==> src/sdram_config.svh <==
`ifndef SDRAM_CONFIG_SVH
`define SDRAM_CONFIG_SVH

// nop cycles before precharge-all, 20000 on silicon
`define SDRAM_INIT_WAIT 100

// clk_sys cycles between refreshes
`define SDRAM_REFRESH_INTERVAL 300

`define SDRAM_INIT_REFRESHES 8

// cycles per refresh command, tRC
`define SDRAM_REFRESH_GAP 8

// cas latency 2, burst length 1, single write
`define SDRAM_MODE_WORD 13'b0_0010_0010_0000

`define SDRAM_CAS_LATENCY 2

`define SDRAM_BANK_W 2
`define SDRAM_ROW_W 13
`define SDRAM_COL_W 9

// init wait and refresh interval counters
`define SDRAM_TIMER_W 16

`endif

==> src/sdram_pkg.sv <==
`include "sdram_config.svh"

package sdram_pkg;

	// {cs_n, ras_n, cas_n, we_n}
	typedef enum logic [3:0] {
		CMD_MRS   = 4'b0000,
		CMD_REF   = 4'b0001,
		CMD_PRE   = 4'b0010,
		CMD_ACT   = 4'b0011,
		CMD_WRITE = 4'b0100,
		CMD_READ  = 4'b0101,
		CMD_NOP   = 4'b0111,
		CMD_DESL  = 4'b1000
	} sdram_cmd_e;

	typedef struct packed {
		logic [31-`SDRAM_BANK_W-`SDRAM_ROW_W-`SDRAM_COL_W-2:0] rsvd;
		logic [`SDRAM_BANK_W-1:0] bank;
		logic [`SDRAM_ROW_W-1:0] row;
		logic [`SDRAM_COL_W-1:0] col;
		logic [1:0] byte_off; // always 0 on the word bus
	} sdram_addr_fields_t;

	// one bus address, flat or split into dram coordinates
	typedef union packed {
		logic [31:0] word;
		sdram_addr_fields_t f;
	} sdram_addr_u;

endpackage

==> src/sdram_ctrl.sv <==
`include "sdram_config.svh"

module sdram_ctrl
	import sdram_pkg::*;
(
	input  logic        clk_sys,
	input  logic        rst_i,
	input  logic        cyc_i,
	input  logic        stb_i,
	input  logic        we_i,
	input  logic [3:0]  sel_i,
	input  logic [31:0] adr_i,
	input  logic [31:0] dat_i,
	output logic        ack_o,
	output logic [31:0] dat_o,
	input  logic        refresh_pending_i,
	output logic        refresh_taken_o,
	output logic        init_done_o,
	output sdram_cmd_e  cmd_o,
	output logic [12:0] addr_o,
	output logic [1:0]  ba_o,
	output logic [3:0]  dqm_o,
	output logic        dq_oe_o,
	output logic [31:0] dq_out_o,
	input  logic [31:0] dq_in_i
);

	localparam logic [2:0] ST_INIT      = 3'd0;
	localparam logic [2:0] ST_IDLE      = 3'd1;
	localparam logic [2:0] ST_REFRESH   = 3'd2;
	localparam logic [2:0] ST_READ      = 3'd3;
	localparam logic [2:0] ST_WRITE     = 3'd4;
	localparam logic [2:0] ST_PRECHARGE = 3'd5;

	localparam int TW = `SDRAM_TIMER_W;
	localparam logic [TW-1:0] WAIT_LAST = TW'(`SDRAM_INIT_WAIT - 1);
	localparam logic [TW-1:0] GAP_LAST = TW'(`SDRAM_REFRESH_GAP - 1);
	localparam logic [3:0] INIT_REF_LAST = 4'(`SDRAM_INIT_REFRESHES - 1);
	// READ goes out at step 2
	localparam logic [2:0] READ_CAP_STEP = 3'(2 + `SDRAM_CAS_LATENCY + 1);
	localparam logic [2:0] WRITE_LAST = 3'd4;

	logic [2:0] state;
	logic [2:0] step;
	logic [TW-1:0] cnt;
	logic [3:0] ref_cnt;

	logic bus_cs;
	sdram_addr_u bus_addr;
	logic [12:0] col_addr;

	assign bus_cs = cyc_i & stb_i;
	assign bus_addr.word = adr_i;
	assign col_addr = 13'(bus_addr.f.col); // a10 low, no auto precharge

	always_ff @(posedge clk_sys) begin
		if (rst_i) begin
			state <= ST_INIT;
			step <= '0;
			cnt <= '0;
			ref_cnt <= '0;
			ack_o <= 1'b0;
		end else begin
			if (!bus_cs)
				ack_o <= 1'b0; // master ended the cycle

			case (state)
				ST_INIT: begin
					case (step)
						3'd0: begin
							cnt <= cnt + 1'b1;
							if (cnt == WAIT_LAST) begin
								cnt <= '0;
								step <= 3'd1;
							end
						end
						3'd1: step <= 3'd2;
						3'd2: step <= 3'd3;
						3'd3: begin
							cnt <= cnt + 1'b1;
							if (cnt == GAP_LAST) begin
								cnt <= '0;
								ref_cnt <= ref_cnt + 1'b1;
								if (ref_cnt == INIT_REF_LAST) begin
									ref_cnt <= '0;
									step <= 3'd4;
								end
							end
						end
						3'd4: step <= 3'd5;
						default: begin
							state <= ST_IDLE;
							step <= '0;
						end
					endcase
				end

				ST_IDLE: begin
					if (refresh_pending_i) begin
						state <= ST_REFRESH; // refresh wins over a new request
						cnt <= '0;
					end else if (bus_cs && !ack_o) begin
						state <= we_i ? ST_WRITE : ST_READ;
						step <= '0;
					end
				end

				ST_REFRESH: begin
					cnt <= cnt + 1'b1;
					if (cnt == GAP_LAST) begin
						cnt <= '0;
						state <= ST_IDLE;
					end
				end

				ST_READ: begin
					step <= step + 1'b1;
					if (step == READ_CAP_STEP) begin
						state <= ST_PRECHARGE;
						step <= '0;
					end
				end

				ST_WRITE: begin
					step <= step + 1'b1;
					if (step == WRITE_LAST) begin
						state <= ST_PRECHARGE;
						step <= '0;
					end
				end

				ST_PRECHARGE: begin
					step <= step + 1'b1;
					if (step == 3'd1) begin
						ack_o <= 1'b1;
						state <= ST_IDLE;
						step <= '0;
					end
				end

				default: begin
					state <= ST_INIT;
					step <= '0;
				end
			endcase
		end
	end

	// read data holds until the next read
	always_ff @(posedge clk_sys) begin
		if (state == ST_READ && step == READ_CAP_STEP)
			dat_o <= dq_in_i;
	end

	always_comb begin
		cmd_o = CMD_NOP;
		addr_o = '0;
		ba_o = '0;
		dqm_o = 4'b1111;
		dq_oe_o = 1'b0;
		case (state)
			ST_INIT: begin
				case (step)
					3'd1: begin
						cmd_o = CMD_PRE;
						addr_o[10] = 1'b1; // all banks
					end
					3'd3: begin
						if (cnt == '0)
							cmd_o = CMD_REF;
					end
					3'd4: begin
						cmd_o = CMD_MRS;
						addr_o = `SDRAM_MODE_WORD;
					end
					default: ;
				endcase
			end
			ST_REFRESH: begin
				if (cnt == '0)
					cmd_o = CMD_REF;
			end
			ST_READ: begin
				ba_o = bus_addr.f.bank;
				if (step == 3'd0) begin
					cmd_o = CMD_ACT;
					addr_o = bus_addr.f.row;
				end else if (step == 3'd2) begin
					cmd_o = CMD_READ;
					addr_o = col_addr;
				end
				if (step >= 3'd2)
					dqm_o = 4'b0000; // dqm read latency
			end
			ST_WRITE: begin
				ba_o = bus_addr.f.bank;
				dq_oe_o = 1'b1;
				if (step == 3'd0) begin
					cmd_o = CMD_ACT;
					addr_o = bus_addr.f.row;
				end else if (step == 3'd2) begin
					cmd_o = CMD_WRITE;
					addr_o = col_addr;
					dqm_o = ~sel_i; // masks unselected bytes
				end
			end
			ST_PRECHARGE: begin
				if (step == 3'd0) begin
					cmd_o = CMD_PRE;
					addr_o[10] = 1'b1;
				end
			end
			default: ;
		endcase
	end

	assign dq_out_o = dat_i;
	assign refresh_taken_o = (state == ST_REFRESH) && (cnt == '0);
	assign init_done_o = (state != ST_INIT);

endmodule

==> config.mk <==
export PLATFORM = sky130hd
export DESIGN_NAME = sdram_ctrl
export DESIGN_NICKNAME = d
export VERILOG_FILES = /design/src/sdram_pkg.sv /design/src/sdram_ctrl.sv
export VERILOG_INCLUDE_DIRS = /design/src /design/src/src
export SDC_FILE = /design/constraint.sdc
export NUM_CORES = 1
export LEC_CHECK = 0
export BUFFER_PORTS_ARGS = -buffer_cell sky130_fd_sc_hd__buf_2
export CORE_MARGIN = 3
export CORE_UTILIZATION = 44
export DETAILED_ROUTE_END_ITERATION = 10
export GPL_TIMING_DRIVEN = 0
export HOLD_SLACK_MARGIN = 0.05
export PLACE_DENSITY_LB_ADDON = 0.15
export SLEW_MARGIN = 20
export SYNTH_ARGS = -nofsm -noshare
export SYNTH_HDL_FRONTEND = slang
export SYNTH_SLANG_ARGS = --single-unit
==> constraint.sdc <==
create_clock -name clk_sys -period 3.15 [get_ports clk_sys]
set_clock_uncertainty 0.15 [all_clocks]
set_input_delay 0.1575 -clock clk_sys [delete_from_list [all_inputs] [get_ports clk_sys]]
set_output_delay 0.1575 -clock clk_sys [all_outputs]
set_load 0.02 [all_outputs]
==> flow_metrics.py, run 1 <==
metrics = {
    "outcome": {
        "status": "finished clean",
    },
    "clock_network": {
        "cts_buffer_depth": 2,
        "path_clk_slew_ns": 0.06,
        "htree_levels": 3,
        "cts.sinks": 59,
        "post_cts_buffers": 0,
        "cts-root-buf": "clkbuf_8",
        "cts_buffers": 9,
        "clk_latency_ns": 0.34,
        "cts_tree": "built",
    },
    "placement": {
        "gp_congestion": 0.838,
        "io_buffers": 155,
        "hpwlAfterDp_mm": 6.81,
    },
    "sta": {
        "setup_tns_ns": 0,
        "fin_crit_sh": 0.947,
        "period_minus_slack_ns": 2.98,
        "max_slew.worst_pin.slew_ns": 0.919,
        "maxSlewHeadroom": 0.382,
        "rsz0062_at_grt": "no",
        "setup_violations": 0,
        "slew_viol_final": 0,
        "fmax_ghz": 0.335,
        "finalHoldViolations": 0,
    },
    "floorplan": {
        "start_util": 0.463,
        "ios": 197,
        "die_h_um": 94.3,
        "rows": 31,
        "die-area_mm2": 0.00890,
        "coreArea_mm2": 0.00741,
        "die_x_um": 94.3,
    },
    "drt": {
        "ant_nets": 0,
        "drt_iter0_drc": 155,
        "route.detailed.drc": 0,
        "viasPerCell": 5.07,
        "first_pass_iters": 4,
        "wirelength_mm": 9.57,
        "wire_per_inst_um": 14.2,
        "vias": 3406,
    },
    "final_layout": {
        "multiInputGateArea_mm2": 0.00159,
        "drive_gt1_frac": 0.398,
        "fillers": 604,
        "layout-area-overhead-vs-synth_pct": 42.9,
        "utilization": 0.662,
        "fin_nets": 682,
        "insertedDiodeCount": 0,
        "seq_area_mm2": 0.00150,
    },
    "synth": {
        "ys_warn_count": 0,
        "synth.top_cell.area_share": 0.280,
        "ys_ff_latch": 59,
        "synth-edff-count": 32,
        "synth_area_leaders": "edfxtp_1 (28%), dfxtp_1 (16%), buf_4 (7.7%), nor2_1 (3.9%), nand2_1 (3.4%)",
        "synth_largest_area_cell": "edfxtp_1",
        "synthCells": 366,
        "seq_area_frac_synth": 0.437,
        "avgSynthCellArea_um2": 9.38,
        "syn_area_mm2": 0.00343,
        "syn-num-nets": 480,
        "async_flop_share": 0,
        "yosysUniqueCellTypes": 61,
        "synth-main-ff-cell": "edfxtp_1",
    },
    "worst_setup_path": {
        "crit_buf_inv": 2,
        "cp-end-kind": "output pin",
        "worst-path-max-fanout": 6,
        "slowest_delay_ns": 0.64,
        "arrival_ns": 2.67,
        "cpLargestDelayFamily": "simple AND/OR/NAND/NOR gates",
        "path_cells": "inv_1, ha_1, or4b_2, nor4_2, a21oi_1, a221oi_2, o221ai_1, buf_2",
        "cp-start-kind": "flop",
        "critical_path_class": "reg2out",
        "required_ns": 2.84,
        "cp_slowest_cell": "or4b_2",
    },
    "power": {
        "power.total_uw": 2690,
        "ir_drop_v": 0.000409,
        "p_leak_uw": 0.00210,
        "powerDensity_mw_per_mm2": 549,
    },
    "global_route": {
        "grt-ovfl-total": 0,
        "groute.usage.overall": 0.209,
        "grt_pass1_vias": 3005,
        "grt_pass1_wl_mm": 14.4,
        "antenna_found_initial": 0,
        "grt_max_degree": 32,
    },
    "job": {
        "drv_cap": 0,
    },
    "min_path": {
        "hp-class": "in2reg",
    },
}
[flip-flops by register name, summed over array words and instances (netlist names)]
register  cells
ack_o         1
cnt          16
dat_o        32
ref_cnt       4
state         3
step          3
[routing by layer]
| metal | vias up | share of wire | wire length (um) | global-route usage |
|---|---|---|---|---|
| met5 | - | 0 | 0 | 0 |
| met1 | 1579 | 0.41 | 3890 | 0.253 |
| met3 | 11 | 0.074 | 707 | 0.0657 |
| li1 | 1694 | - | - | - |
| met2 | 122 | 0.51 | 4870 | 0.360 |
| met4 | 0 | 0.0099 | 95 | 0.0505 |
[stage by stage]
stage | setup slack [ns] | area [um^2] | instances | hold slack (ns)
3_5_place_dp | 0.0673 | 4360 | 621 | 0.186
3_3_place_gp | -0.162 | 4330 | 620 | 0.185
2_1_floorplan | 0.408 | 3430 | 366 | 0.0766
4_1_cts | 0.0382 | 4880 | 672 | 0.0894
6_report | 0.168 | 4910 | 672 | 0.112
5_1_grt | 0.00265 | 4910 | 672 | 0.106
[Yosys cell counts, types with 2 or more instances]
master / number
or3b_2: 2
nand4b_1: 2
and2_1: 4
a211oi_1: 2
mux2i_1: 3
clkbuf_1: 15
nand4_1: 6
nand3_1: 7
and3_1: 4
nand2_1: 31
or4_1: 3
xor2_1: 3
nand3b_1: 3
or4_4: 2
nand2b_1: 9
inv_1: 10
ha_1: 8
xnor2_1: 11
or2_2: 2
a221oi_1: 2
nor2_1: 36
buf_6: 2
nor3_1: 8
buf_4: 35
or4b_2: 2
o22ai_1: 5
a21o_1: 2
edfxtp_1: 32
o21a_1: 2
a22oi_1: 9
nor2b_1: 7
o211ai_1: 2
a31oi_1: 2
o21ai_0: 10
a21oi_1: 18
nor4_1: 13
o21bai_1: 2
dfxtp_1: 27
[where the power goes]
group,internal [uW],switching (uW),total (uW)
logic,497,749,1250
clock network,277,287,565
registers,845,38.5,884
total,1620,1070,2690
[logic make-up (layout without fill, tap and decap cells)]
kind of cell	Yosys count	in the layout	share of synthesized area
AOI/OAI and AO/OA	65	65	0.127
other	1	1	0.00109
muxes	3	3	0.00875
and+or+nand+nor	153	153	0.249
DFF	59	59	0.437
xor gates and xnor gates	14	14	0.0357
adders and majority gates	8	8	0.0292
buffers and inverters	63	270	0.112
[worst min-delay path, stage by stage]
cell and delay (ns):
buf_2 0.09, a21oi_1 0.07, or4b_1 0.17, a21oi_1 0.06
[worst paths after layout]
path	from	to	slack, ns	cells after the start
max	cnt[0]	cmd_o[1]	0.17	8
min	we_i	state[1]	0.11	4
max reg2reg	step[0]	cnt[1]	0.30	10
min reg2reg	ref_cnt[0]	ref_cnt[0]	0.34	2
[area by class of cell]
type                            instances  share of cell area
Inverter                               10             0.00765
Tap cell                               99              0.0252
Buffer                                 53              0.0709
Clock inverter                          6             0.00689
Timing Repair Buffer                  191               0.234
Clock buffer                           10              0.0260
Multi-Input combinational cell        244               0.324
Sequential cell                        59               0.306
[placed cells by master (no fill, tap or decap), types with 11 or more instances in the layout]
cell | synthesis | layout
buf_2 | 0 | 155
buf_4 | 35 | 35
edfxtp_1 | 32 | 32
nand2_1 | 31 | 31
dfxtp_1 | 27 | 27
clkbuf_1 | 15 | 15
a21oi_1 | 18 | 18
xnor2_1 | 11 | 11
nor2_1 | 36 | 35
dlygate4sd3_1 | 0 | 35
[timing repair]
item                                    CTS  global route
endpoints found under the hold margin    35             0
cloned                                    0             0
resized for setup                         1             6
endpoints found under the setup margin    1            19
hold buffers                             35             0
No activity file was read; power rests on OpenSTA's default activity.
==> inputs of run 2 (changes only) <==
REMOVE_ABC_BUFFERS = 1   (was default)
==> flow_metrics.py, run 2 (synthesis gave the netlist of run 1 again) <==
metrics = {
    "sta": {
        "rsz0062_at_grt": "no",
        "setup_violations": 0,
        "maxSlewHeadroom": 0.474,
        "period_minus_slack_ns": 2.99,
        "timing.final.ws_setup_ns": 0.164,
        "max_slew.worst_pin.slew_ns": 0.783,
        "fin_crit_sh": 0.948,
        "fmax_ghz": 0.335,
        "slew_viol_final": 0,
        "finalHoldViolations": 0,
    },
    "drt": {
        "first_pass_iters": 4,
        "viasPerCell": 5.24,
        "ant_nets": 0,
        "vias": 3085,
        "wirelength_mm": 10.0,
        "drt_iter0_drc": 150,
        "route.detailed.drc": 0,
        "wire_per_inst_um": 17.0,
    },
    "worst_setup_path": {
        "path_cells": "inv_1, ha_1, or4b_2, nor4_2, a21oi_1, a221oi_2, o221ai_1, buf_2",
        "cpLargestDelayFamily": "simple AND/OR/NAND/NOR gates",
        "cp-end-kind": "output pin",
        "reg2reg_from": "step[2]",
        "crit_buf_inv": 2,
        "cp_slowest_cell": "or4b_2",
        "required_ns": 2.84,
        "critical_path_class": "reg2out",
        "arrival_ns": 2.68,
        "r2r_end": "cnt[5]",
        "r2r_cells": 7,
        "worst-path-max-fanout": 6,
        "cp-start-kind": "flop",
        "rrSetupSlack_ns": 0.29,
        "slowest_delay_ns": 0.64,
    },
    "power": {
        "seq_power_share": 0.345,
        "p_int_uw": 1730,
        "p_leak_uw": 0.00183,
        "comb_power_share": 0.384,
        "powerDensity_mw_per_mm2": 617,
        "p_switching_uw": 1040,
        "power_switching_share": 0.376,
        "ir_drop_v": 0.000302,
        "power_frac_clock": 0.271,
    },
    "final_layout": {
        "layout_commonest_cell": "buf_2",
        "layout-area-overhead-vs-synth_pct": 30.9,
        "top_register": "dat_o",
        "fin_nets": 599,
        "drive_gt1_frac": 0.335,
        "final_cell_mix": "buf_2 (123), dlygate4sd3_1 (36), nor2_1 (35)",
        "fillers": 641,
        "largest_reg_flops": 32,
        "top_regs": "dat_o (32), cnt (16), ref_cnt (4)",
        "multiInputGateArea_mm2": 0.00159,
        "seq_area_mm2": 0.00150,
        "utilization": 0.606,
        "insertedDiodeCount": 0,
    },
    "min_path": {
        "min_delay_worst_endpoint": "state[1]",
        "worst_hold_path.num_cells": 4,
        "hp-class": "in2reg",
        "worstHoldStart": "we_i",
    },
    "floorplan": {
        "coreArea_mm2": 0.00741,
        "die_h_um": 94.3,
        "die_x_um": 94.3,
        "ios": 197,
        "die-area_mm2": 0.00890,
        "rows": 31,
        "start_util": 0.463,
    },
    "clock_network": {
        "cts-root-buf": "clkbuf_8",
        "htree_levels": 3,
        "clk_latency_ns": 0.33,
        "path_clk_slew_ns": 0.07,
        "cts_tree": "built",
        "cts_buffers": 9,
        "cts.sinks": 59,
        "cts_buffer_depth": 2,
    },
    "global_route": {
        "grt_pass1_vias": 2884,
        "antenna_found_initial": 0,
        "groute.usage.overall": 0.224,
        "grt_pass1_wl_mm": 15.1,
        "grt-ovfl-total": 0,
        "grt_max_degree": 28,
    },
    "placement": {
        "io_buffers": 123,
        "preCtsSetupSlack_ns": -0.202,
        "hpwlAfterDp_mm": 7.39,
        "gp_congestion": 0.830,
    },
    "job": {
        "drv_cap": 0,
    },
    "outcome": {
        "status": "finished clean",
    },
}
[run 2: layout make-up]
| cell class | count | share of cell area |
|---|---|---|
| well taps | 99 | 0.0276 |
| multi-input cells | 244 | 0.355 |
| clock inverters | 7 | 0.0223 |
| clock buffers | 9 | 0.0276 |
| repair buffers | 161 | 0.225 |
| inverters | 10 | 0.00835 |
| flip-flops and latches | 59 | 0.334 |
[run 2: power by group through the flow]
stage	Clock (uW)	Sequential [uW]	Combinational (uW)
2_1_floorplan	0	933	702
3_3_place_gp	0	960	969
3_5_place_dp	0	963	992
4_1_cts	781	948	1040
5_1_grt	805	967	1170
6_report	750	957	1060
[run 2: worst min-delay path: cells and delay by family]
kind | cells | cell delay [ns]
AOI/OAI and AO/OA | 2 | 0.12
buffers and inverters | 1 | 0.09
and+or+nand+nor | 1 | 0.16
[run 2: worst max-delay path by stage]
stage	startpoint	to	slack [ns]	cells after the start
finish	cnt[0]	cmd_o[1]	0.16	8
global placement	step[0]	cnt[4]	-0.69	7
global route	step[2]	cnt[9]	0.02	7
detailed placement	step[0]	cnt[13]	-0.20	7
CTS	cnt[0]	cmd_o[1]	0.03	8
floorplan	step[2]	cnt[10]	0.18	6
[run 2: timing repair]
| item | 4_1_cts | 5_1_grt |
|---|---|---|
| hold endpoints to repair | 43 | 0 |
| resized for setup | 3 | 4 |
| hold buffers | 36 | 0 |
| setup buffers | 0 | 0 |
| setup endpoints to repair | 13 | 15 |
[run 2: layer usage]
metal | vias up | part of all wire | track usage
met4 | 0 | 0.0060 | 0.0433
met3 | 6 | 0.14 | 0.130
met2 | 157 | 0.44 | 0.348
met5 | - | 0 | 0.0298
met1 | 1397 | 0.41 | 0.269
li1 | 1525 | - | -
[run 2: metrics by stage]
step,hold slack (ns),TNS [ns],power [uW],instances,instance area [um^2]
after floorplan,0.0766,0,1630,313,3090
after global placement,0.165,-28.44,1930,535,3820
after detailed placement,0.165,-2.32,1950,537,3870
after CTS,0.0789,0,2770,589,4470
after global routing,0.0948,0,2950,589,4490
final,0.0933,0,2770,589,4490
