[src/sdram_config.svh]
`ifndef SDRAM_CONFIG_SVH
`define SDRAM_CONFIG_SVH

// nop cycles before precharge-all, 20000 on silicon
`define SDRAM_INIT_WAIT 100

// clk_sys cycles between refreshes
`define SDRAM_REFRESH_INTERVAL 300

`define SDRAM_INIT_REFRESHES 8

// cycles per refresh command, tRC
`define SDRAM_REFRESH_GAP 8

// cas latency 2, burst length 1, single write
`define SDRAM_MODE_WORD 13'b0_0010_0010_0000

`define SDRAM_CAS_LATENCY 2

`define SDRAM_BANK_W 2
`define SDRAM_ROW_W 13
`define SDRAM_COL_W 9

// init wait and refresh interval counters
`define SDRAM_TIMER_W 16

`endif

[src/sdram_refresh_timer.sv]
`include "sdram_config.svh"

module sdram_refresh_timer (
	input  logic clk_sys,
	input  logic rst_i,
	input  logic enable_i,
	input  logic refresh_taken_i,
	output logic refresh_pending_o
);

	localparam int TW = `SDRAM_TIMER_W;
	localparam logic [TW-1:0] INTERVAL_LAST = TW'(`SDRAM_REFRESH_INTERVAL - 1);

	logic [TW-1:0] count;

	always_ff @(posedge clk_sys) begin
		if (rst_i) begin
			count <= '0;
			refresh_pending_o <= 1'b0;
		end else if (refresh_taken_i) begin
			count <= '0; // restart interval
			refresh_pending_o <= 1'b0;
		end else if (enable_i && !refresh_pending_o) begin
			if (count == INTERVAL_LAST) begin
				refresh_pending_o <= 1'b1; // sticky until taken
			end else begin
				count <= count + 1'b1;
			end
		end
	end

endmodule

[config.mk]
export PLATFORM = sky130hd
export DESIGN_NAME = sdram_refresh_timer
export DESIGN_NICKNAME = d
export VERILOG_FILES = /design/src/sdram_refresh_timer.sv
export VERILOG_INCLUDE_DIRS = /design/src /design/src/src
export SDC_FILE = /design/constraint.sdc
export NUM_CORES = 1
export LEC_CHECK = 0
export ABC_AREA = 0
export BUFFER_PORTS_ARGS = -buffer_cell sky130_fd_sc_hd__buf_2
export CORE_MARGIN = 5
export CORE_UTILIZATION = 50
export CTS_CLUSTER_DIAMETER = 30
export DETAILED_ROUTE_END_ITERATION = 10
export PLACE_DENSITY = 0.72
export SYNTH_ARGS = -nofsm -noshare
export SYNTH_HDL_FRONTEND = slang
export SYNTH_SLANG_ARGS = --single-unit
[constraint.sdc]
create_clock -name clk_sys -period 1.92 [get_ports clk_sys]
set_input_delay 0.288 -clock clk_sys [delete_from_list [all_inputs] [get_ports clk_sys]]
set_output_delay 0.288 -clock clk_sys [all_outputs]
set_load 0.01 [all_outputs]
==> results of run 1 <==
-- path summary, 6_finish.rpt --
path	from	endpoint	cells past startpoint
max reg2reg	count[0]	count[4]	5
min	enable_i	refresh_pending_o	3
min reg2reg	count[13]	count[13]	2
max	count[0]	count[4]	5
-- tightest hold or removal path, cell delays in order --
cell	delay (ns)
buf_2	0.10
a21oi_1	0.06
nor2_1	0.08
-- what timing repair did --
action / CTS / global route
hold buffers: 0 / 0
gates resized for setup: 0 / 1
setup endpoints to repair: 0 / 3
endpoints found under the hold margin: 0 / 0
-- synth_stat cells --
master / number / area share, %
o21ai_0: 2 / 1.1
nand4_1: 3 / 2.0
and3_1: 2 / 1.3
nand2_1: 11 / 4.4
nand3_1: 8 / 4.3
ha_1: 1 / 1.3
mux2i_1: 7 / 7.5
o31ai_1: 6 / 4.8
dfxtp_1: 17 / 36
buf_4: 1 / 0.80
a41o_1: 1 / 1.1
and2_1: 1 / 0.67
a21oi_1: 9 / 4.8
nor2_1: 3 / 1.2
nand2b_1: 1 / 0.67
or3_1: 8 / 5.3
a31oi_1: 1 / 0.67
and4_1: 7 / 6.6
nor2b_1: 1 / 0.67
nor3_1: 1 / 0.53
nor4_2: 2 / 2.7
clkbuf_1: 3 / 1.2
buf_6: 1 / 1.2
nor4_1: 5 / 3.3
inv_1: 2 / 0.80
or2_2: 1 / 0.67
or4_1: 5 / 4.0
-- state kept, by name, summed over array words and instances, names as in the netlist --
signal             count
refresh_pending_o      1
count                 16
-- cell type report --
| type | count | area, um2 |
|---|---|---|
| tap | 25 | 31.3 |
| multi-input combinational | 86 | 559 |
| inverter | 2 | 7.51 |
| sequential | 17 | 340 |
| fill | 162 | 723 |
| clock buffer | 4 | 26.3 |
| timing repair buffer | 9 | 57.6 |
-- per-layer routing --
| metal | vias to the layer above | share of wire [%] |
|---|---|---|
| li1 | 443 | - |
| met1 | 424 | 48 |
| met2 | 36 | 44 |
| met3 | 9 | 5.4 |
| met4 | 0 | 2.9 |
| met5 | - | 0 |
-- stage by stage --
stage               hold slack [ns]  cell area, um2  setup WS [ns]  util [%]  power, mW
floorplan                     0.429             936          0.146         -      0.384
global placement              0.479             995          0.179      57.0      0.396
detailed placement            0.486             995          0.135      57.0      0.398
CTS                           0.261            1020          0.102      58.5      0.591
global route                  0.251            1020         0.0544      58.6      0.615
finish                        0.269            1020          0.172      58.6      0.582
-- power groups by stage --
stage	clock, mW	sequential, mW	combinational [mW]
after floorplan	0	0.363	0.0205
after global placement	0	0.362	0.0339
after detailed placement	0	0.362	0.0353
after CTS	0.202	0.354	0.0353
after global routing	0.221	0.355	0.0393
final	0.193	0.354	0.0353
-- cells by family after synthesis --
group | Yosys count | synth area share (%)
muxes | 7 | 7.49
and+or+nand+nor | 59 | 38.4
DFF | 17 | 36.4
adders and majority gates | 1 | 1.34
AOI/OAI and AO/OA | 19 | 12.4
buffers and inverters | 7 | 4.01
==> summary.txt, run 1 <==
Final layout
  – Most common cell after layout, fill and taps aside: dfxtp_1
  – Diodes inserted: 0
  – Finished Layout Cells: 143
  – Layout cells sized above 1: 13.6%
  – Most frequent cells in the layout: dfxtp_1 (17), nand2_1 (11), a21oi_1 (9)
  – NumNets Final: 124
  – Area Growth Syn to Fin: 9.22%

Detailed routing
  – Final ANT Viol Nets: 0
  – DR vias: 912
  – Final WL: 2.03 mm
  – Routed WL per cell: 14.2 um
  – Starting DRT DRC Count: 28
  – Via density per instance: 6.38
  – # DRC: 0
  – DRT Pass-1 Iters: 4

Floorplanning
  – Ports: 5
  – DIE WIDTH: 53.3 um
  – Core area: 1750 um2
  – Area of the die: 2840 um2
  – Die H: 53.3 um
  – Rows: 15
  – Initial Util: 53.6%

Critical path
  – Slowest cell delay on critical path: 0.48 ns
  – CP Capture Type: flop
  – CP Buf/Inv Count: 0
  – Crit-path slowest cell: or4_1
  – CP arrival: 1.98 ns
  – Top cell family by delay on the critical path: simple AND/OR/NAND/NOR gates
  – Crit-path max FO: 14
  – WP data required: 2.15 ns
  – R2R setup slack: 0.17 ns
  – WS Path Type: flop to flop
  – Cell chain of the critical path: ha_1 -> and4_1 -> and4_2 -> or4_1 -> a21oi_1
  – Crit path launch type: flop

Global route
  – Largest net degree at the start of global routing: 20
  – All-Layer GR Usage: 17.0%
  – M3 GR Usage: 3.38%
  – First-pass GRT wire length: 3.46 mm
  – Initial antenna violation count: 0
  – Met2 Resource Use GR: 24.7%
  – Met1 Resource Use GR: 23.2%
  – Total grt overflow: 0
  – Vias in the first global route: 737
  – GRT busiest layer: met2

Pwr
  – LEAKAGE: 0.340 nW
  – Internal: 0.447 mW
  – Reg power frac: 60.9%
  – Switching share of power: 23.2%
  – Net Sw Power: 0.135 mW
  – Power Dens Cells: 570 nW/um2
  – Worst VDD drop: 427 uV
  – Power share of the clock group: 33.1%
  – Comb pwr share: 6.1%

Clock tree
  – Post-CTS setup buffer count: 0
  – CTS HTree Levels: 1
  – Clk_lat worst skew: 0.29 ns
  – CTS root buffer: clkbuf_4
  – Sink Count: 17
  – Cts bufs inserted: 3
  – CTS tree: yes
  – Max Root-Sink Buffers: 2
  – Clk pin slew, worst setup/hold paths: 0.10 ns

Placement
  – IO Port Bufs: 4
  – Placed cell count: 139
  – Final Wtd Congestion: 0.805
  – HPWL after DPL: 1.47 mm

Timing
  – Fin crit share: 91.1%
  – Fin. max-slew vios: 0
  – Worst-margin pin slew: 0.644 ns
  – Fmax: 572 MHz
  – Final Hold Fails: 0
  – Setup violations, final: 0
  – Minimum clock period: 1.75 ns
  – TNS Setup: 0 ns
  – RSZ-0062 raised after global routing: false
  – Relative slew slack: 57.1%
  – Worst-case clock skew: 0.00168 ns

Yosys
  – Yosys reg bits: 17
  – Yosys cell types: 27
  – Mapped cell area: 936 um2
  – Syn Inst Count: 110
  – Synthesis Warnings: 0
  – Mean post-synth cell area: 8.51 um2
  – Register area share after synthesis: 36.4%
  – Syn nets: 115

Outcome
  – Status: finished, final reports clean

Min path
  – Min-Delay Path Class: input pin to flop

Run
  – Max-cap violations: 0
Note: power is estimated with default switching activity, not from simulation.
==> run 2: changes to the inputs <==
- CORE_UTILIZATION: 50 -> 52
- PLACE_DENSITY: 0.72 -> 0.74
==> run 2 against run 1 <==
  * Core utilization increased by 0.56 points
  * Sequential share of layout area about the same
  * Power decreased by 0.48%
  * Sequential power about the same
  * Critical path type unchanged
  * Non-clock buffer count decreased by 1
  * Largest power group unchanged
==> summary.txt, run 2 (same netlist as run 1, synthesis figures left out) <==
Placement
  – Final Wtd Congestion: 0.830 (was 0.805)
  – IO Port Bufs: 4 (unchanged)
  – Dpl ws: 0.0713 ns (was 0.135 ns)
  – HPWL after DPL: 1.40 mm (was 1.47 mm)

Timing
  – Setup ws final: 0.128 ns (was 0.172 ns)
  – RSZ-0062 raised after global routing: false (unchanged)
  – Worst-margin pin slew: 0.683 ns (was 0.644 ns)
  – Final Hold Fails: 0 (unchanged)
  – Relative slew slack: 54.5% (was 57.1%)
  – Worst-case clock skew: 0.00725 ns (was 0.00168 ns)
  – Fin. max-slew vios: 0 (unchanged)
  – Fin crit share: 93.3% (was 91.1%)
  – TNS Setup: 0 ns (unchanged)
  – Setup violations, final: 0 (unchanged)
  – Fmax: 558 MHz (was 572 MHz)
  – Minimum clock period: 1.79 ns (was 1.75 ns)

Final layout
  – Filler cells: 162 (unchanged)
  – Area of the multi-input gates: 566 um2 (was 559 um2)
  – Largest register FFs: 16 (unchanged)
  – Layout cells sized above 1: 13.7% (was 13.6%)
  – Area Growth Syn to Fin: 9.09% (was 9.22%)
  – Reg area: 340 um2 (unchanged)
  – NumNets Final: 123 (was 124)
  – Top flop regs: count (16), refresh_pending_o (1) (unchanged)
  – Most frequent cells in the layout: dfxtp_1 (17), nand2_1 (11), a21oi_1 (9) (unchanged)
  – Diodes inserted: 0 (unchanged)
  – Largest Register: count (unchanged)
  – Most common cell after layout, fill and taps aside: dfxtp_1 (unchanged)

Outcome
  – Status: finished, final reports clean (unchanged)

Critical path
  – CP Capture Type: flop (unchanged)
  – WP data required: 2.16 ns (was 2.15 ns)
  – Slowest cell delay on critical path: 0.50 ns (was 0.48 ns)
  – CP startpoint: count[0] (unchanged)
  – Reg2Reg Depth: 5 (unchanged)
  – Worst R2R End: count[4] (unchanged)
  – CP arrival: 2.03 ns (was 1.98 ns)
  – Crit-path max FO: 18 (was 14)
  – Crit-path slowest cell: or4_1 (unchanged)
  – Cell chain of the critical path: ha_1 -> and4_1 -> and4_2 -> or4_1 -> a21oi_1 (unchanged)
  – Reg2reg start: count[0] (unchanged)
  – R2R setup slack: 0.13 ns (was 0.17 ns)
  – Crit path launch type: flop (unchanged)
  – WP depth: 5 (unchanged)
  – WS Path Type: flop to flop (unchanged)
  – CP Buf/Inv Count: 0 (unchanged)
  – Top cell family by delay on the critical path: simple AND/OR/NAND/NOR gates (unchanged)

Floorplanning
  – Ports: 5 (unchanged)
  – Initial Util: 54.2% (was 53.6%)
  – Die H: 52.4 um (was 53.3 um)
  – DIE WIDTH: 52.4 um (was 53.3 um)
  – Rows: 15 (unchanged)
  – Area of the die: 2750 um2 (was 2840 um2)
  – Core area: 1730 um2 (was 1750 um2)

Pwr
  – Power share of the clock group: 32.9% (was 33.1%)
  – Comb pwr share: 5.9% (was 6.1%)
  – Power Dens Cells: 568 nW/um2 (was 570 nW/um2)
  – Worst VDD drop: 442 uV (was 427 uV)
  – Switching share of power: 23.0% (was 23.2%)
  – Reg power frac: 61.1% (was 60.9%)
  – LEAKAGE: 0.335 nW (was 0.340 nW)
  – Internal: 0.446 mW (was 0.447 mW)
  – Net Sw Power: 0.134 mW (was 0.135 mW)

Global route
  – Initial antenna violation count: 0 (unchanged)
  – First-pass GRT wire length: 3.35 mm (was 3.46 mm)
  – Total grt overflow: 0 (unchanged)
  – All-Layer GR Usage: 16.7% (was 17.0%)
  – Largest net degree at the start of global routing: 20 (unchanged)
  – Vias in the first global route: 773 (was 737)

Clock tree
  – # hold bufs at CTS: 0 (unchanged)
  – Post-CTS setup buffer count: 0 (unchanged)
  – Clk_lat worst skew: 0.29 ns (about the same)
  – Clk pin slew, worst setup/hold paths: 0.10 ns (about the same)
  – Sink Count: 17 (unchanged)
  – Max Root-Sink Buffers: 2 (unchanged)
  – CTS HTree Levels: 1 (unchanged)
  – Cts bufs inserted: 3 (unchanged)
  – CTS tree: yes (unchanged)
  – CTS root buffer: clkbuf_4 (unchanged)

Detailed routing
  – Starting DRT DRC Count: 38 (was 28)
  – DR vias: 883 (was 912)
  – Final ANT Viol Nets: 0 (unchanged)
  – Final WL: 1.98 mm (was 2.03 mm)
  – Routed WL per cell: 13.9 um (was 14.2 um)
  – DRT Pass-1 Iters: 4 (unchanged)
  – Via density per instance: 6.22 (was 6.38)
  – # DRC: 0 (unchanged)

Min path
  – Min-delay src: enable_i (unchanged)
  – Min-Delay Path Class: input pin to flop (unchanged)
  – Worst Hold End: refresh_pending_o (unchanged)
  – Hold path depth: 3 (unchanged)

Run
  – Max-cap violations: 0 (unchanged)
-- run 2: cell count changes in the layout (fill, tap and decap cells not counted), sizes merged --
cell / delta
buf: -1
-- run 2: worst register-to-register path: cells and delay by family (launching register included) --
family	cells	cell delay, ns
AND/OR/NAND/NOR	3	1.06
AO/OA/AOI/OAI	1	0.14
adder cells (fa/ha/maj)	1	0.20
flip-flops	1	0.33
-- run 2: worst max-delay path by stage --
stage	endpoint	slack, ns
finish	count[4]	0.13
global placement	count[12]	0.11
detailed placement	count[12]	0.07
global route	count[4]	0.02
CTS	count[12]	0.03
floorplan	count[13]	0.15
-- run 2: final cells by class --
cell class	instances	area share [%]
Clock buffer	4	2.57
Inverter	2	0.735
Sequential cell	17	33.3
Multi-Input combinational cell	86	55.4
Timing Repair Buffer	8	4.90
Tap cell	25	3.06
-- run 2: power groups by stage --
stage	combinational, mW	clock (mW)	sequential [mW]
after floorplan	0.0205	0	0.363
after global placement	0.0326	0	0.362
after detailed placement	0.0338	0	0.363
after CTS	0.0339	0.200	0.354
after global routing	0.0386	0.219	0.355
final	0.0343	0.191	0.354
-- run 2: per-layer routing --
metal	GRT usage [%]	routed length, um
met3	2.56	94
met5	0	0
met2	23.8	876
met4	11.9	57
met1	22.5	948
-- run 2: per-stage QoR --
| stage | total power [mW] | instance area, um2 | util, % | hold slack, ns | instances |
|---|---|---|---|---|---|
| 5_1_grt | 0.612 | 1020 | 59.1 | 0.261 | 142 |
| 2_1_floorplan | 0.384 | 936 | - | 0.429 | 110 |
| 3_5_place_dp | 0.396 | 987 | 57.2 | 0.476 | 138 |
| 6_report | 0.579 | 1020 | 59.1 | 0.246 | 142 |
| 4_1_cts | 0.588 | 1010 | 58.7 | 0.241 | 142 |
| 3_3_place_gp | 0.395 | 987 | 57.2 | 0.466 | 138 |
-- run 2: repair_timing --
item,CTS,global route
hold endpoints to repair,0,0
setup endpoints to repair,0,7
gates resized for setup,0,2
==> run 3: changes to the inputs <==
- ABC_AREA: 0 -> 1
- CORE_UTILIZATION: 52 -> 53
- PLACE_DENSITY: 0.74 -> 0.75
==> run 3 against run 2 <==
  * First-iteration DRC count down 42%
  * Core utilization is 0.84 points lower
  * Sequential power about the same
  * Cell count increased by 47%
  * Final area rose by 12%
  * Sequential share of layout area shrank 3.6 points
  * Die area is 12% higher
  * Register-to-register slack better by 0.18 ns
  * Sequential cell count stayed put
  * Critical path depth is 3 higher
  * Critical endpoint is now count[13]
  * Highest routed layer unchanged
==> summary.txt, run 3 <==
Outcome
  – Status: finished, final reports clean (unchanged)

Floorplanning
  – Ports: 5 (unchanged)
  – Core area: 1960 um2 (was 1730 um2)
  – DIE WIDTH: 55.4 um (was 52.4 um)
  – Rows: 16 (was 15)
  – Initial Util: 55.6% (was 54.2%)
  – Area of the die: 3070 um2 (was 2750 um2)
  – Die H: 55.4 um (was 52.4 um)

Final layout
  – Top flop regs: count (16), refresh_pending_o (1) (unchanged)
  – Most common cell after layout, fill and taps aside: nand2_1 (was dfxtp_1)
  – Area Growth Syn to Fin: 4.82% (was 9.09%)
  – Largest Register: count (unchanged)
  – Reg area: 340 um2 (unchanged)
  – Filler cells: 226 (was 162)
  – Layout cells sized above 1: 9.89% (was 13.7%)
  – Area of the multi-input gates: 637 um2 (was 566 um2)
  – NumNets Final: 188 (was 123)
  – Most frequent cells in the layout: nand2_1 (57), nor2_1 (34), inv_1 (21) (was dfxtp_1 (17), nand2_1 (11), a21oi_1 (9))
  – Largest register FFs: 16 (unchanged)
  – Diodes inserted: 0 (unchanged)

Critical path
  – CP Capture Type: flop (unchanged)
  – Crit path launch type: flop (unchanged)
  – CP arrival: 1.78 ns (was 2.03 ns)
  – WP data required: 2.08 ns (was 2.16 ns)
  – WS Path Type: flop to flop (unchanged)
  – Crit-path max FO: 16 (was 18)

Yosys
  – Synth top area share: 31.2% (was 36.4%)
  – Register area share after synthesis: 31.2% (was 36.4%)
  – Largest area contributor in the netlist: dfxtp_1 (unchanged)
  – Number of synthesized flops with an enable pin: 0 (unchanged)
  – Mapped cell area: 1090 um2 (was 936 um2)
  – Syn nets: 182 (was 115)
  – Synth Flop Type: dfxtp_1 (unchanged)
  – Synth top area cells: dfxtp_1 (31%), nand2_1 (20%), nor2_1 (12%), inv_1 (7.2%), nand3_1 (6.9%) (was dfxtp_1 (36%), mux2i_1 (7.5%), and4_1 (6.6%), or3_1 (5.3%), a21oi_1 (4.8%))
  – Mean post-synth cell area: 6.16 um2 (was 8.51 um2)
  – Yosys cell types: 20 (was 27)
  – Synthesis Warnings: 0 (unchanged)
  – Yosys reg bits: 17 (unchanged)
  – Count leader, synth: nand2_1 (was dfxtp_1)
  – Syn Inst Count: 177 (was 110)
  – Async set-reset flop share out of synthesis: 0% (unchanged)
  – Most frequent cells after synthesis: nand2_1 (57), nor2_1 (34), inv_1 (21) (was dfxtp_1 (17), nand2_1 (11), a21oi_1 (9))

Global route
  – GRT busiest layer: met2 (unchanged)
  – Total grt overflow: 0 (unchanged)
  – Met2 Resource Use GR: 27.7% (was 23.8%)
  – Largest net degree at the start of global routing: 17 (was 20)
  – M3 GR Usage: 2.80% (was 2.56%)
  – Met1 Resource Use GR: 21.7% (was 22.5%)
  – First-pass GRT wire length: 4.33 mm (was 3.35 mm)
  – All-Layer GR Usage: 17.4% (was 16.7%)
  – Initial antenna violation count: 0 (unchanged)
  – Vias in the first global route: 1,028 (was 773)

Detailed routing
  – # DRC: 0 (unchanged)
  – DRT Pass-1 Iters: 5 (was 4)
  – Final ANT Viol Nets: 0 (unchanged)
  – DR vias: 1,069 (was 883)
  – Via density per instance: 5.11 (was 6.22)
  – Final WL: 2.27 mm (was 1.98 mm)
  – Routed WL per cell: 10.9 um (was 13.9 um)
  – Starting DRT DRC Count: 22 (was 38)

Timing
  – Fin crit share: 84.1% (was 93.3%)
  – Fmax: 620 MHz (was 558 MHz)
  – Setup violations, final: 0 (unchanged)
  – RSZ-0062 raised after global routing: false (unchanged)
  – Fin. max-slew vios: 0 (unchanged)
  – Worst-case clock skew: 0.00152 ns (was 0.00725 ns)
  – Minimum clock period: 1.61 ns (was 1.79 ns)
  – Final Hold Fails: 0 (unchanged)
  – Setup ws final: 0.306 ns (was 0.128 ns)
  – Worst-margin pin slew: 0.585 ns (was 0.683 ns)
  – Relative slew slack: 60.9% (was 54.5%)
  – TNS Setup: 0 ns (unchanged)

Clock tree
  – Post-CTS setup buffer count: 0 (unchanged)
  – CTS HTree Levels: 1 (unchanged)
  – Max Root-Sink Buffers: 2 (unchanged)
  – CTS root buffer: clkbuf_4 (unchanged)
  – CTS tree: yes (unchanged)
  – Clk_lat worst skew: 0.29 ns (about the same)
  – Cts bufs inserted: 3 (unchanged)
  – # hold bufs at CTS: 0 (unchanged)
  – Sink Count: 17 (unchanged)
  – Cts repair resizes: 0 (unchanged)
  – Clk pin slew, worst setup/hold paths: 0.09 ns (was 0.10 ns)

Run
  – Max-cap violations: 0 (unchanged)

Placement
  – HPWL after DPL: 1.77 mm (was 1.40 mm)
  – Final Wtd Congestion: 0.897 (was 0.830)
  – Dpl ws: 0.321 ns (was 0.0713 ns)
  – IO Port Bufs: 4 (unchanged)

Min path
  – Min-Delay Path Class: input pin to flop (unchanged)

Pwr
  – Net Sw Power: 0.133 mW (was 0.134 mW)
  – Worst VDD drop: 455 uV (was 442 uV)
  – Switching share of power: 23.0% (about the same)
  – Power share of the clock group: 32.8% (was 32.9%)
  – Comb pwr share: 5.4% (was 5.9%)
  – Internal: 0.443 mW (was 0.446 mW)
  – Reg power frac: 61.8% (was 61.1%)
  – LEAKAGE: 0.432 nW (was 0.335 nW)
  – Power Dens Cells: 504 nW/um2 (was 568 nW/um2)
-- run 3: changes by cell type after synthesis, sizes merged, moves of 4 or more --
cell | before | now
nand2 | 11 | 60
nor2 | 3 | 35
inv | 2 | 21
or3 | 8 | 0
and4 | 7 | 0
mux2i | 7 | 0
nand3 | 8 | 15
nor4 | 7 | 0
o31ai | 6 | 0
or4 | 5 | 0
nand4 | 3 | 7
-- run 3: stage by stage --
stage	total power, mW	hold WS, ns	instance area, um2	instances	util [%]
after floorplan	0.389	0.465	1090	177	-
final	0.576	0.274	1140	209	58.3
after CTS	0.586	0.270	1140	209	58.3
after global placement	0.394	0.469	1120	205	57.0
after detailed placement	0.395	0.498	1120	205	57.0
after global routing	0.609	0.312	1140	209	58.3
-- run 3: layout make-up --
| cell class | count | share of cell area, % |
|---|---|---|
| multi-input combinational | 135 | 55.7 |
| inverter | 21 | 6.89 |
| clock buffer | 4 | 2.30 |
| tap | 27 | 2.95 |
| sequential | 17 | 29.8 |
| timing repair buffer | 5 | 2.41 |
-- run 3: final timing paths --
| path | from | end | slack (ns) | cells after the start |
|---|---|---|---|---|
| worst max-delay path | count[1] | count[13] | 0.31 | 8 |
| worst min-delay path | rst_i | count[15] | 0.27 | 4 |
| worst max register to register | count[1] | count[13] | 0.31 | 8 |
| worst min register to register | count[3] | count[3] | 0.51 | 2 |
-- run 3: worst max-delay path, cell delays in order (launching register included) --
cell and delay (ns):
dfxtp_1 0.39, ha_1 0.22, nand3_1 0.09, nor2_1 0.19, nand2_4 0.16, nand2_4 0.16, inv_1 0.13, nand2_1 0.11
a21oi_2 0.05
-- run 3: logic make-up (layout without fill, tap and decap cells) --
family,Yosys count,count (layout),share of synthesized area [%]
compound gates,12,12,7.80
xor+xnor,5,5,4.01
fa+ha+maj,1,1,1.15
buf+inv,25,30,10.4
flops,17,17,31.2
simple gates,117,117,45.4
-- run 3: power by group through the flow --
stage | logic [mW] | registers, mW | clock network [mW]
after floorplan | 0.0252 | 0.364 | 0
after global placement | 0.0296 | 0.364 | 0
after detailed placement | 0.0308 | 0.364 | 0
after CTS | 0.0309 | 0.356 | 0.199
after global routing | 0.0356 | 0.357 | 0.216
final | 0.0310 | 0.356 | 0.189
-- run 3: routing by layer --
metal | wire length [um] | share of wire [%] | up-vias
met2 | 1090 | 48 | 26
met4 | 46 | 2.0 | 0
met1 | 1060 | 47 | 478
met3 | 80 | 3.5 | 4
met5 | 0 | 0 | -
li1 | - | - | 561
